===== src/fetch_settings.svh =====
// global fetch subsystem macros: data and address widths, hart count, ROM size and latency

`ifndef FETCH_SETTINGS_SVH
`define FETCH_SETTINGS_SVH

//////////////////////////////////////////////////////////////////////
// datapath widths
//////////////////////////////////////////////////////////////////////

// instruction word and parcel width
`define XLEN 32

// physical address width
`define PLEN 32

//////////////////////////////////////////////////////////////////////
// cluster and memory sizing
//////////////////////////////////////////////////////////////////////

// one fetch unit per hart
`define NUM_HARTS 4

// rom words, power of two so the index wraps cleanly
`define IMEM_DEPTH 64

// cycles from accepted strobe to ack, must be at least 1
`define IMEM_LATENCY 2

`endif

===== src/imem.hex =====
// one 32-bit instruction word per line, word index 0 first
00ff5a13
01fe5b13
02fd5813
03fc5913
04fb5e13
05fa5f13
06f95c13
07f85d13
08f75213
09f65313
0af55013
0bf45113
0cf35613
0df25713
0ef15413
0ff05513
10ef4a13
11ee4b13
12ed4813
13ec4913
14eb4e13
15ea4f13
16e94c13
17e84d13
18e74213
19e64313
1ae54013
1be44113
1ce34613
1de24713
1ee14413
1fe04513
20df7a13
21de7b13
22dd7813
23dc7913
24db7e13
25da7f13
26d97c13
27d87d13
28d77213
29d67313
2ad57013
2bd47113
2cd37613
2dd27713
2ed17413
2fd07513
30cf6a13
31ce6b13
32cd6813
33cc6913
34cb6e13
35ca6f13
36c96c13
37c86d13
38c76213
39c66313
3ac56013
3bc46113
3cc36613
3dc26713
3ec16413
3fc06513


===== src/fetch_pkg.sv =====
// fetch subsystem package: hart index type, rom word index type, fetch queue fill enum

`include "fetch_settings.svh"

package fetch_pkg;

  //////////////////////////////////////////////////////////////////////
  // index types
  //////////////////////////////////////////////////////////////////////

  // selects one hart, used for arbitration and reply steering
  typedef logic [$clog2(`NUM_HARTS)-1:0] hart_id_t;

  // word address into the instruction rom
  typedef logic [$clog2(`IMEM_DEPTH)-1:0] word_index_t;

  //////////////////////////////////////////////////////////////////////
  // fetch queue occupancy
  //////////////////////////////////////////////////////////////////////

  // number of valid entries in the three deep return queue
  // entry 0 is always the head
  typedef enum logic [1:0] {
    FILL_EMPTY = 2'd0,
    FILL_ONE   = 2'd1,
    FILL_TWO   = 2'd2,
    FILL_THREE = 2'd3
  } fifo_fill_t;

endpackage


===== src/imem_rom.sv =====
// pipelined instruction rom with fixed read latency, contents from imem.hex

`include "fetch_settings.svh"

module imem_rom
  import fetch_pkg::*;
(
  input  logic              clk,
  input  logic              rstn,
  input  logic              mem_req,
  input  logic [`PLEN-1:0]  mem_adr,
  output logic              mem_ack,
  output logic [`XLEN-1:0]  mem_dat,
  output logic [`PLEN-1:0]  mem_adr_out
);

  logic [`XLEN-1:0] mem [`IMEM_DEPTH];

  // one stage per latency cycle
  logic             req_q [`IMEM_LATENCY];
  logic [`PLEN-1:0] adr_q [`IMEM_LATENCY];
  logic [`XLEN-1:0] dat_q [`IMEM_LATENCY];
  word_index_t      rd_idx;

  initial begin
    $readmemh("/design/src/imem.hex", mem);
  end

  // word address, wraps at rom depth
  assign rd_idx = word_index_t'(mem_adr >> 2);

  // request flags only, they gate the ack
  always_ff @(posedge clk or negedge rstn) begin
    if (!rstn) begin
      for (int i = 0; i < `IMEM_LATENCY; i++) begin
        req_q[i] <= 1'b0;
      end
    end else begin
      req_q[0] <= mem_req;
      for (int i = 1; i < `IMEM_LATENCY; i++) begin
        req_q[i] <= req_q[i-1];
      end
    end
  end

  // array read in the first stage, then carried along
  always_ff @(posedge clk) begin
    adr_q[0] <= mem_adr;
    dat_q[0] <= mem[rd_idx];
    for (int i = 1; i < `IMEM_LATENCY; i++) begin
      adr_q[i] <= adr_q[i-1];
      dat_q[i] <= dat_q[i-1];
    end
  end

  assign mem_ack     = req_q[`IMEM_LATENCY-1];
  assign mem_adr_out = adr_q[`IMEM_LATENCY-1];
  assign mem_dat     = dat_q[`IMEM_LATENCY-1];

endmodule


===== config.mk =====
export PLATFORM = sky130hd
export DESIGN_NAME = imem_rom
export DESIGN_NICKNAME = d
export VERILOG_FILES = /design/src/fetch_pkg.sv /design/src/imem_rom.sv
export VERILOG_INCLUDE_DIRS = /design/src
export SDC_FILE = /design/constraint.sdc
export NUM_CORES = 1
export LEC_CHECK = 0
export ABC_AREA = 0
export BUFFER_PORTS_ARGS = -buffer_cell sky130_fd_sc_hd__buf_2
export CAP_MARGIN = 10
export CORE_MARGIN = 8
export CORE_UTILIZATION = 43
export CTS_CLUSTER_SIZE = 24
export DETAILED_ROUTE_END_ITERATION = 10
export PLACE_DENSITY = 0.76
export SYNTH_ARGS = -nofsm -noshare
export SYNTH_HDL_FRONTEND = slang
export SYNTH_SLANG_ARGS = --single-unit

===== constraint.sdc =====
create_clock -name clk -period 0.8 [get_ports clk]
set_input_delay 0.04 -clock clk [delete_from_list [all_inputs] [get_ports clk]]
set_output_delay 0.04 -clock clk [all_outputs]
set_load 0.01 [all_outputs]

# --- Word level (Yosys, flattened, before mapping) ---
# Memory sizes are Yosys's and may differ from the RTL's.
# Cells that the tools add are included.
totals:
  register_bits: 2
  latchBits: 0
  mem_bits_rw: 128
  romBits: 0
  input_bits: 35
  out_inout_bits: 65
  elab_cells: 4
  mem_count: 2
op_classes:
  addsub: 0
  n_mul: 0
  n_div: 0
  n_lt_le_gt_ge: 0
  n_eq_ne: 0
  n_shift: 0
  n_mux: 0
  bitwise_logic: 0
  n_reduce_logical: 0
memory_table:
  columns: ["name", "depth", "width", "read_ports", "rd_clocked_by_memory_dff", "wr", "line", "source"]
  rows:
  - ["adr_q", 2, 32, 2, 0, 2, "imem_rom.sv:21", "logic [`PLEN-1:0] adr_q [`IMEM_LATENCY];"]
  - ["dat_q", 2, 32, 2, 0, 2, "imem_rom.sv:22", "logic [`XLEN-1:0] dat_q [`IMEM_LATENCY];"]

# --- Logic depth before layout (Yosys ltp) ---
logic_depth:
  depth_word: 0
  depth_mapped: 1
  ltp_nobuf: 0

# --- Least setup slack after synthesis ---
# Ideal clock, no wire load.
synth_timing:
  kind: "register to register"
  startpoint: "register req_q[1] (netlist name)"
  endpoint: "register req_q, in the netlist mem_ack"
  setup_ns: 0.121
  arrival_ns: 0.330
  required_time_ns: 0.679
  slack_ns: 0.350
  path_stages_with_launch: 1
  path_buffers: 0
  path_cell_list: "dfrtp_1"
synth_rtl:
  columns: ["element", "line", "source"]
  rows:
  - ["start: declaration", "imem_rom.sv:20", "logic req_q [`IMEM_LATENCY];"]
  - ["start signal: indexed assignment", "imem_rom.sv:41", "req_q[i] <= req_q[i-1];"]
# No word-level cell between the ends.

# --- Worst setup path in the final report ---
layout_timing:
  startpoint: "register req_q, in the netlist mem_ack"
  endpoint: "output port mem_ack"
layout_rtl:
  columns: ["element", "line", "source"]
  rows:
  - ["end: declaration", "imem_rom.sv:12", "output logic mem_ack,"]
# No word-level cell between the ends.

==> flow_summary.yaml <==
status:
  status: "finished, violations left"
  violations: "negative setup slack"
clocking:
  htree_levels: 3
  clockBufferDepth: 2
  cts.clk_slew.worst_paths_ns: 0.07
  ctsRootBufferMaster: "clkbuf_8"
  cts_tree: "yes"
  clock_sinks: 66
  cts_setup_buffers: 0
  clk_latency_ns: 0.32
  numCtsBuffers: 9
pwr:
  netSwitchingPower_w: 0.00132
  sw_frac_of_total_pct: 19.2
  power_leakage_nw: 1.22
  p_int_w: 0.00558
  power_frac_comb_pct: 7.1
  p_per_area_mw_per_mm2: 2700
  power_frac_clock_pct: 41.9
  power_frac_seq_pct: 51.1
  vdd_drop_max_uv: 1890
final_layout:
  drive_gt1_share_pct: 46.7
  syn2layout_area_growth_pct: 40.8
  antenna_cells: 0
  layout_commonest_cell: "buf_2"
  fill_cells: 298
  fin_nets: 245
  final_cell_mix: "buf_2, dfxtp_1, dlygate4sd3_1, conb_1, buf_6"
  instances_no_fill: 264
setup_path:
  path_buf_inv: 1
  crit_type: "reg -> out"
  crit_cells: 1
  crit_path_start_kind: "flip-flop"
  reg2reg_slack_ns: 0.32
  cp_max_fo: 1
  cp_cell_sequence: "buf_6"
  critPathArrivalTime_ns: 0.82
  worstPathRequired_ns: 0.76
  end_kind: "output port"
  reg2regPathDepth: 0
  cp_top_family: "flip-flops"
  startpoint: "mem_ack"
  r2r-start: "req_q[1]"
  slowest_delay_ns: 0.37
  critPathSlowestCell: "dfrtp_1"
  r2r_end: "mem_ack"
worst_hold_path:
  min_path_type: "in -> async"
synth:
  ys_types: 4
  yosysWarnings: 0
  synth_area_mm2: 0.00182
  ys_seq_area_share_pct: 73.3
  syn_area_per_cell_um2: 13.9
  synth_cells: 131
  ys_ff_latch: 66
drt:
  wl_mm: 3.39
  route.detailed.drc: 0
  via_per_inst: 3.56
  first_pass_iters: 2
  antenna_left: 0
  drtIter0Drc: 17
  via_count: 940
  wl_per_cell_um: 12.8
grt:
  grt_pass1_vias: 986
  grt_max_degree: 12
  grt_usage_pct: 10.4
  grt_overflow: 0
  grt_antenna_before_repair: 0
  grt_pass1_wl_mm: 4.84
flow_run:
  drv_cap: 0
timing:
  hold_violations: 0
  slew_viol_final: 0
  fin_setup_tns_ns: -0.0578
  worst_slack_ns: -0.0578
  skew_ns: 0.00518
  period_minus_slack_ns: 0.858
  max_freq_ghz: 1.17
  rsz0062_at_grt: "yes"
  holdWs_ns: 0.0480
  finalSetupViolCount: 1
  finalCritPeriodShare_pct: 107
die:
  die_w_um: 81.0
  die_height_um: 81.0
  num_rows: 23
  dieArea_mm2: 0.00656
  io_pins: 100
  coreArea_mm2: 0.00403
  initial_utilization_pct: 45.1
place:
  port_buffers: 67
  hpwlAfterDp_mm: 2.18
  dp_cells: 215
  routabilityCongestion: 0.615
-- logic make-up (layout without fill, tap and decap cells) --
kind of cell,count (synthesis),count (layout),synth area share [%]
buf+inv,64,116,26.5
flops,66,66,73.3
other cells,1,32,0.207
-- layer usage --
layer	share of wire [%]	global-route usage, %	vias up	routed length [um]
li1	-	-	458	-
met1	27	7.85	402	904
met2	49	17.0	74	1670
met3	23	10.0	6	768
met4	1.5	5.36	0	50
met5	0	0	-	0
-- through the flow --
step / setup slack (ns) / area, um2 / power (W) / util, %
CTS: -0.0740 / 2430 / 0.00690 / 60.3
finish: -0.0578 / 2560 / 0.00690 / 63.4
global placement: 0.290 / 1850 / 0.00385 / 45.9
detailed placement: 0.291 / 1850 / 0.00386 / 45.9
global route: -0.102 / 2560 / 0.00721 / 63.4
floorplan: 0.350 / 1930 / 0.00391 / -
-- final cells by class --
cell class / instances / area [um2] / area share (%)
repair buffers: 101 / 807 / 31.6
clock inverters: 3 / 65.1 / 2.55
clock buffers: 12 / 145 / 5.68
well taps: 50 / 62.6 / 2.45
flip-flops and latches: 66 / 1360 / 53.1
multi-input cells: 32 / 120 / 4.70
-- cells in the mapped netlist --
library cell | instances | area share, %
dfxtp_1 | 64 | 71
conb_1 | 1 | 0.21
dfrtp_1 | 2 | 2.8
buf_4 | 64 | 26
-- registers in the layout, summed over array words and instances (netlist names) --
signal   cells
req_q        1
mem_ack      1
adr_q       64
-- timing repair --
item,in CTS,in global routing
gates cloned,0,0
hold endpoints to repair,35,0
hold buffers,34,0
gates resized for setup,8,34
setup endpoints to repair,27,33
-- how the worst max path moves through the flow --
stage | to
after floorplan | mem_ack
after global placement | mem_ack
after detailed placement | mem_ack
after CTS | mem_ack
after global routing | mem_ack
final | mem_ack
-- power groups by stage --
stage | registers, W | logic [W] | clock network (W)
2_1_floorplan | 0.00357 | 0.000344 | 0
3_3_place_gp | 0.00357 | 0.000281 | 0
3_5_place_dp | 0.00358 | 0.000284 | 0
4_1_cts | 0.00351 | 0.000426 | 0.00296
5_1_grt | 0.00354 | 0.000526 | 0.00315
6_report | 0.00352 | 0.000489 | 0.00289
(Power assumes the default switching activity.)
