<file path="config.mk">
export PLATFORM = sky130hd
export DESIGN_NAME = noicache_fetch
export DESIGN_NICKNAME = d
export VERILOG_FILES = /design/src/fetch_pkg.sv /design/src/noicache_fetch.sv
export VERILOG_INCLUDE_DIRS = /design/src
export SDC_FILE = /design/constraint.sdc
export NUM_CORES = 1
export LEC_CHECK = 0
export BUFFER_PORTS_ARGS = -buffer_cell sky130_fd_sc_hd__buf_2
export CORE_UTILIZATION = 54
export DETAILED_ROUTE_END_ITERATION = 6
export PLACE_DENSITY = 0.77
export SYNTH_ARGS = -nofsm -noshare
export SYNTH_HDL_FRONTEND = slang
export SYNTH_SLANG_ARGS = --single-unit
</file>
<file path="constraint.sdc">
create_clock -name clk -period 4.3 [get_ports clk]
set_input_delay 0.86 -clock clk [delete_from_list [all_inputs] [get_ports clk]]
set_output_delay 0.86 -clock clk [all_outputs]
set_load 0.02 [all_outputs]
</file>
<file path="src/fetch_settings.svh">
// global fetch subsystem macros: data and address widths, hart count, ROM size and latency

`ifndef FETCH_SETTINGS_SVH
`define FETCH_SETTINGS_SVH

//////////////////////////////////////////////////////////////////////
// datapath widths
//////////////////////////////////////////////////////////////////////

// instruction word and parcel width
`define XLEN 32

// physical address width
`define PLEN 32

//////////////////////////////////////////////////////////////////////
// cluster and memory sizing
//////////////////////////////////////////////////////////////////////

// one fetch unit per hart
`define NUM_HARTS 4

// rom words, power of two so the index wraps cleanly
`define IMEM_DEPTH 64

// cycles from accepted strobe to ack, must be at least 1
`define IMEM_LATENCY 2

`endif
</file>
<file path="src/fetch_pkg.sv">
// fetch subsystem package: hart index type, rom word index type, fetch queue fill enum

`include "fetch_settings.svh"

package fetch_pkg;

  //////////////////////////////////////////////////////////////////////
  // index types
  //////////////////////////////////////////////////////////////////////

  // selects one hart, used for arbitration and reply steering
  typedef logic [$clog2(`NUM_HARTS)-1:0] hart_id_t;

  // word address into the instruction rom
  typedef logic [$clog2(`IMEM_DEPTH)-1:0] word_index_t;

  //////////////////////////////////////////////////////////////////////
  // fetch queue occupancy
  //////////////////////////////////////////////////////////////////////

  // number of valid entries in the three deep return queue
  // entry 0 is always the head
  typedef enum logic [1:0] {
    FILL_EMPTY = 2'd0,
    FILL_ONE   = 2'd1,
    FILL_TWO   = 2'd2,
    FILL_THREE = 2'd3
  } fifo_fill_t;

endpackage

</file>
<file path="src/noicache_fetch.sv">
// per-hart fetch unit: next-pc strobe, outstanding counter, flush masking, three entry return queue

`include "fetch_settings.svh"

module noicache_fetch
  import fetch_pkg::*;
(
  input  logic              clk,
  input  logic              rstn,

  // hart side
  input  logic [`PLEN-1:0]  nxt_pc,
  input  logic              stall,
  input  logic              flush,
  input  logic              flush_rdy,
  output logic              stall_nxt_pc,
  output logic [`XLEN-1:0]  parcel_pc,
  output logic [`XLEN-1:0]  parcel,
  output logic              parcel_valid,
  output logic              parcel_misaligned,

  // toward the arbiter
  output logic              biu_stb,
  input  logic              biu_stb_ack,
  output logic [`PLEN-1:0]  biu_adri,
  input  logic [`XLEN-1:0]  biu_do,
  input  logic [`PLEN-1:0]  biu_adro,
  input  logic              biu_ack
);

  //////////////////////////////////////////////////////////////////////
  // state
  //////////////////////////////////////////////////////////////////////

  logic [1:0]       stb_cnt;
  logic             flush_dly;
  fifo_fill_t       fill_q;
  fifo_fill_t       fill_inc;
  fifo_fill_t       fill_dec;
  logic             q_full1;
  logic             ret_we;
  logic             ret_rd;
  logic [1:0]       wr_idx;

  // return queue payload, entry 0 is the head
  logic [`XLEN-1:0] q_dat [3];
  logic [`PLEN-1:0] q_adr [3];

  // entry 1 occupied, no room for another in-flight pair
  assign q_full1 = (fill_q == FILL_TWO) || (fill_q == FILL_THREE);

  //////////////////////////////////////////////////////////////////////
  // hart and bus side
  //////////////////////////////////////////////////////////////////////

  // request goes out combinationally from the hart's next pc
  assign biu_stb  = flush_rdy & ~flush & ~stall & ~q_full1;
  assign biu_adri = nxt_pc;

  // hart must hold its pc until a strobe is taken
  assign stall_nxt_pc = ~flush_rdy | ~biu_stb_ack | q_full1;

  // head entry presented, masked in flush cycle and the one after
  assign parcel_valid = flush_rdy & ~(flush | flush_dly) & ~stall & (fill_q != FILL_EMPTY);
  assign parcel_pc    = q_adr[0];
  assign parcel       = q_dat[0];

  // no 16-bit support, just flag it
  assign parcel_misaligned = |q_adr[0][1:0];

  // delayed flush for parcel masking
  always_ff @(posedge clk or negedge rstn) begin
    if (!rstn) begin
      flush_dly <= 1'b0;
    end else begin
      flush_dly <= flush;
    end
  end

  // outstanding counter, shifts a one in per accepted strobe
  always_ff @(posedge clk or negedge rstn) begin
    if (!rstn) begin
      stb_cnt <= 2'b00;
    end else if (flush) begin
      stb_cnt <= 2'b00;
    end else if (biu_stb_ack) begin
      stb_cnt <= {1'b1, stb_cnt[1]};
    end
  end

  //////////////////////////////////////////////////////////////////////
  // return queue
  //////////////////////////////////////////////////////////////////////

  // stale replies after a flush find the counter clear and are dropped
  assign ret_we = biu_ack & (|stb_cnt) & ~flush;
  assign ret_rd = parcel_valid;

  // fill up and down, saturating at both ends
  always_comb begin
    fill_inc = fill_q;
    fill_dec = fill_q;
    case (fill_q)
      FILL_EMPTY: fill_inc = FILL_ONE;
      FILL_ONE: begin
        fill_inc = FILL_TWO;
        fill_dec = FILL_EMPTY;
      end
      FILL_TWO: begin
        fill_inc = FILL_THREE;
        fill_dec = FILL_ONE;
      end
      FILL_THREE: fill_dec = FILL_TWO;
      default: ;
    endcase
  end

  always_ff @(posedge clk or negedge rstn) begin
    if (!rstn) begin
      fill_q <= FILL_EMPTY;
    end else if (flush) begin
      fill_q <= FILL_EMPTY;
    end else begin
      case ({ret_we, ret_rd})
        2'b10:   fill_q <= fill_inc;
        2'b01:   fill_q <= fill_dec;
        // read and write together keep the fill
        default: fill_q <= fill_q;
      endcase
    end
  end

  // append slot, one lower when the head pops in the same cycle
  always_comb begin
    wr_idx = fill_q;
    if (ret_rd) begin
      wr_idx = fill_q - 2'd1;
    end else if (fill_q == FILL_THREE) begin
      wr_idx = 2'd2;
    end
  end

  // shift on read, then append; the later write wins on the same slot
  always_ff @(posedge clk) begin
    if (ret_rd) begin
      q_dat[0] <= q_dat[1];
      q_adr[0] <= q_adr[1];
      q_dat[1] <= q_dat[2];
      q_adr[1] <= q_adr[2];
    end
    if (ret_we) begin
      q_dat[wr_idx] <= biu_do;
      q_adr[wr_idx] <= biu_adro;
    end
  end

endmodule

</file>
### Yosys cells after proc, flatten, opt, wreduce, memory -nomap -nowiden

Memory sizes are Yosys's and may differ from the RTL's.
Cells that the tools add are included.

* bits in registers: 5
* memory bits (writable): 192
* input port bits: 103
* output and inout port bits: 100
* logic and storage cells: 50
* memories: 2

Memories
* q_adr: depth 3, bits a word 32, read ports 3, clocked after Yosys merged registers in 0, write ports 3, RTL line noicache_fetch.sv:47 `` logic [`PLEN-1:0] q_adr [3]; ``
* q_dat: depth 3, bits a word 32, read ports 3, clocked after Yosys merged registers in 0, write ports 3, RTL line noicache_fetch.sv:46 `` logic [`XLEN-1:0] q_dat [3]; ``

* add/sub/neg operators: 1
* eq/ne operators: 7
* muxes and demuxes: 12
* bitwise operators: 17
* reduce and logical (&&, ||, !) cells: 8

Operators with widths (number)
* case mux 2 bit (3 select lines): 2
* two-way mux 2 bit: 5
* bitwise AND 1 bit: 8
* equality test 2 bit, second input constant: 3
* inverter 1 bit: 6
* inequality test 5 x 3 -> 1 bit, second input constant: 1
* inequality test 5 x 4 -> 1 bit, second input constant: 1
* equality test 2 x 1 -> 1 bit, second input constant: 2
* two-way mux 1 bit: 4
* case mux 2 bit (2 select lines): 1
* nonzero test 2 bit: 2
* OR reduction 2 bit: 2
* OR 1 bit: 3
* AND reduction 3 bit: 1
* nonzero test 3 bit: 1
* zero test 2 bit: 1
* subtractor 2 x 1 -> 2 bit, second input constant: 1
* logical OR 1 bit: 1

### Depth between registers and ports, before layout

* depth after elaboration: 8
* mapped depth: 8
* depth with buffers taken out: 7

### Least setup slack after synthesis

Ideal clock, no wire load.

* path kind: input to register
* start point: input port flush
* end point: memory q_adr[0][0] (netlist bit) (enable)
* setup time: 0.423 ns
* arrival: 3.204 ns
* data required time: 3.877 ns
* path slack: 0.672 ns
* stages: 6
* path buffers: 2
* cell sequence: nor4_4 > and4_1 > o21ai_1 > buf_6 > buf_6 > nand2_1

RTL lines
* from (decl): RTL line noicache_fetch.sv:14 `input logic flush,`
* to (decl): RTL line noicache_fetch.sv:47

### Worst setup path after layout

* start point: register fill_q[1]
* end point: output port parcel_valid

* cells in the longest elaborated chain, start to end: 2

Ends and longest elaborated chain
* from (decl): RTL line noicache_fetch.sv:37 `fifo_fill_t fill_q;`
* from (signal assigned): RTL line noicache_fetch.sv:125 `2'b10: fill_q <= fill_inc;`
* from (signal assigned): RTL line noicache_fetch.sv:126 `2'b01: fill_q <= fill_dec;`
* from (signal assigned): RTL line noicache_fetch.sv:128 `default: fill_q <= fill_q;`
* nonzero test 2 bit: RTL line noicache_fetch.sv:64 `assign parcel_valid = flush_rdy & ~(flush | flush_dly) & ~stall & (fill_q != FILL_EMPTY);`
* bitwise AND 1 bit: RTL line noicache_fetch.sv:64
* to (decl): RTL line noicache_fetch.sv:19 `output logic parcel_valid,`

No other way between the ends.

==> flow_summary_export.csv <==
group,metric,value,unit
global_route,grt_max_degree,65,
global_route,grtUsageTotal,18.5,%
drt,met2_wirelength,6770,um
place,io_buffers,138,
die,io_pins,203,
logic_synthesis,ys.flop_type,"edfxtp_1",
logic_synthesis,synth.avg_cell_area,20.1,um2
timing,max_slew_margin,37.8,%
drt,highest_layer,"met4",
clock_network,clock_path_buffers,2,
clock_network,cts_max_level,4,
drt,via_per_inst,5.35,
clock_network,clkTransAtPathRegs,70,ps
timing,finalHoldViolations,0,
clock_network,clock-sinks,197,
setup_path,crit_slowest_cell,"dfrtp_1",
drt,vias,3922,
min_path,hp-class,"in2async",
logic_synthesis,synth_nets,528,
pwr,leakagePower,3.89,nW
global_route,antenna_found_initial,1,
place,hpwlAfterDp,8660,um
clock_network,cts_tree,"yes",
clock_network,post-cts-setup-buffers,0,
die,coreArea,15200,um2
finish,drive_above_1_share,56.1,%
setup_path,cpPeakStageDelay,480,ps
drt,detail-route-antenna-nets,0,
logic_synthesis,yosysUniqueCellTypes,29,
setup_path,crit_family,"simple AND/OR/NAND/NOR gates",
logic_synthesis,ys_seq_area_share,70.0,%
logic_synthesis,synth_edf_count,192,
global_route,grt_overflow,0,
timing,grt_setup_unrepaired,"no",
run,maxCapViolCount,0,
drt,route.detailed.drc,0,
drt,drt-total-wl,14200,um
setup_path,crit_required,3440,ps
global_route,grt_pass1_wl,22000,um
drt,detail_route.wl_per_cell,19.4,um
logic_synthesis,synth_area,8420,um2
timing,setup-violations-final,0,
drt,drt-met1-wl,6300,um
global_route,grt_pass1_vias,4012,
drt,drt_iter0_drc,226,
setup_path,path_cells,"inv_1, ha_1, nor4_4, nand2_1, inv_1, buf_2",
pwr,power.density,414,nW/um2
timing,slew_violations,0,
setup_path,path_common_cell,"inv_1",
die,die_x,127,um
clock_network,cts_root_buffer,"clkbuf_16",
clock_network,numCtsBuffers,17,
timing,fmax,322,MHz
finish,fin_util,63.3,%
setup_path,arrival,2240,ps
timing,finalCritPeriodShare,72.2,%
finish,final_common_cell,"edfxtp_1",
finish,synthToLayoutAreaGrowth,14.4,%
drt,first_pass_iters,5,
pwr,ir_drop,0.283,mV
die,rows,45,
timing,tns,0,ps
die,start_util,55.4,%
setup_path,path_class,"reg2out",
logic_synthesis,async_flop_share,2.54,%
timing,fin_worst_skew,9.09,ps
finish,layout_common_cells,"192 x edfxtp_1, 138 x buf_2, 98 x mux2_4, 30 x mux2_2, 17 x clkbuf_16",
logic_synthesis,synth_seq_cells,197,
finish,nets,640,
clock_network,clk_latency,430,ps
timing,finalCriticalPeriod,3100,ps
run_status,outcome,"completed",
setup_path,critPathCaptureType,"output pin",
logic_synthesis,synthesis.instances,419,
setup_path,cp_max_fo,8,
logic_synthesis,synth.yosys.warnings,0,
clock_network,ctsHoldBuffers,0,
drt,met3_length,875,um
clock_network,cts-resized-gates,0,
die,die_y,127,um
timing,worst_pin_slew,933,ps
setup_path,cp-start-kind,"flip-flop",
place,gp_congestion,0.777,
setup_path,cp_num_buf_inv,3,
die,fp.dieArea,16100,um2
final timing paths:
path                              from           end  slack, ps  cells past startpoint
setup reg to reg             fill_q[1]   q_dat[2][7]       1370                      6
min in group clk           q_dat[1][7]   q_dat[0][7]        550                      1
max in group asynchronous         rstn    stb_cnt[0]       3930                      1
hold / removal                    rstn     fill_q[1]        230                      1
setup / recovery             fill_q[1]  parcel_valid       1200                      6
hold reg to reg            q_dat[1][7]   q_dat[0][7]        550                      1
per-stage QoR:
| stage | area [um2] | hold slack [ps] | total power, mW | setup slack, ps | cells |
|---|---|---|---|---|---|
| final | 9630 | 230 | 3.98 | 1200 | 733 |
| after global routing | 9620 | 217 | 4.10 | 1060 | 732 |
| after CTS | 9620 | 218 | 4.00 | 1220 | 732 |
| after detailed placement | 9040 | 531 | 2.43 | 1090 | 700 |
| after global placement | 9040 | 527 | 2.42 | 1180 | 700 |
| after floorplan | 8420 | 501 | 2.38 | 672 | 419 |
routing by layer:
layer  vias to the layer above  global-route usage [%]
met5                         -                       0
met4                         0                    7.21
met3                        33                    6.54
met2                       124                    28.2
met1                      1947                    24.4
li1                       1818                       -
Yosys cell counts, drive strengths merged, types with 2 or more instances:
master / n / area share [%]
edfxtp: 192 / 69
mux2: 128 / 21
buf: 46 / 4.6
ha: 6 / 0.89
nor2: 6 / 0.27
dfrtp: 5 / 1.5
inv: 4 / 0.18
nand2: 4 / 0.18
o21ai: 4 / 0.24
a21oi: 3 / 0.18
nor3: 3 / 0.18
a221oi: 2 / 0.21
and4: 2 / 0.21
nand3: 2 / 0.12
o2bb2ai: 2 / 0.21
registers in the layout (all words and copies together) (netlist names):
| register | cells |
|---|---|
| q_adr | 96 |
| flush_dly | 1 |
| q_dat | 96 |
| fill_q | 2 |
| stb_cnt | 2 |
power breakdown:
part,switching (mW),internal (mW)
registers,0.0130,2.14
clock network,0.685,0.908
logic,0.135,0.100
total,0.834,3.15
layout make-up:
cell class,count,area (um2)
Fill cell,1057,5580
Clock inverter,15,160
Inverter,4,15.0
Timing Repair Buffer,140,731
Antenna cell,1,2.50
Multi-Input combinational cell,171,2170
Tap cell,188,235
Clock buffer,17,425
Sequential cell,197,5890
worst register-to-register path: stages, from the launching register on:
cell	delay, ps
dfrtp_1	480
inv_1	130
ha_1	240
nor4_4	340
nand2_1	280
nor3_1	250
o21a_4	780
kinds of logic (layout without fill, tap and decap cells):
| logic type | Yosys count | count (layout) | synth area share, % |
|---|---|---|---|
| simple gates | 22 | 22 | 1.53 |
| flops | 197 | 197 | 70.0 |
| buf+inv | 51 | 176 | 4.80 |
| other cells | 0 | 1 | 0 |
| compound gates | 14 | 14 | 1.17 |
| fa+ha+maj | 6 | 6 | 0.892 |
| mux | 129 | 129 | 21.6 |
(Power assumes the default switching activity.)
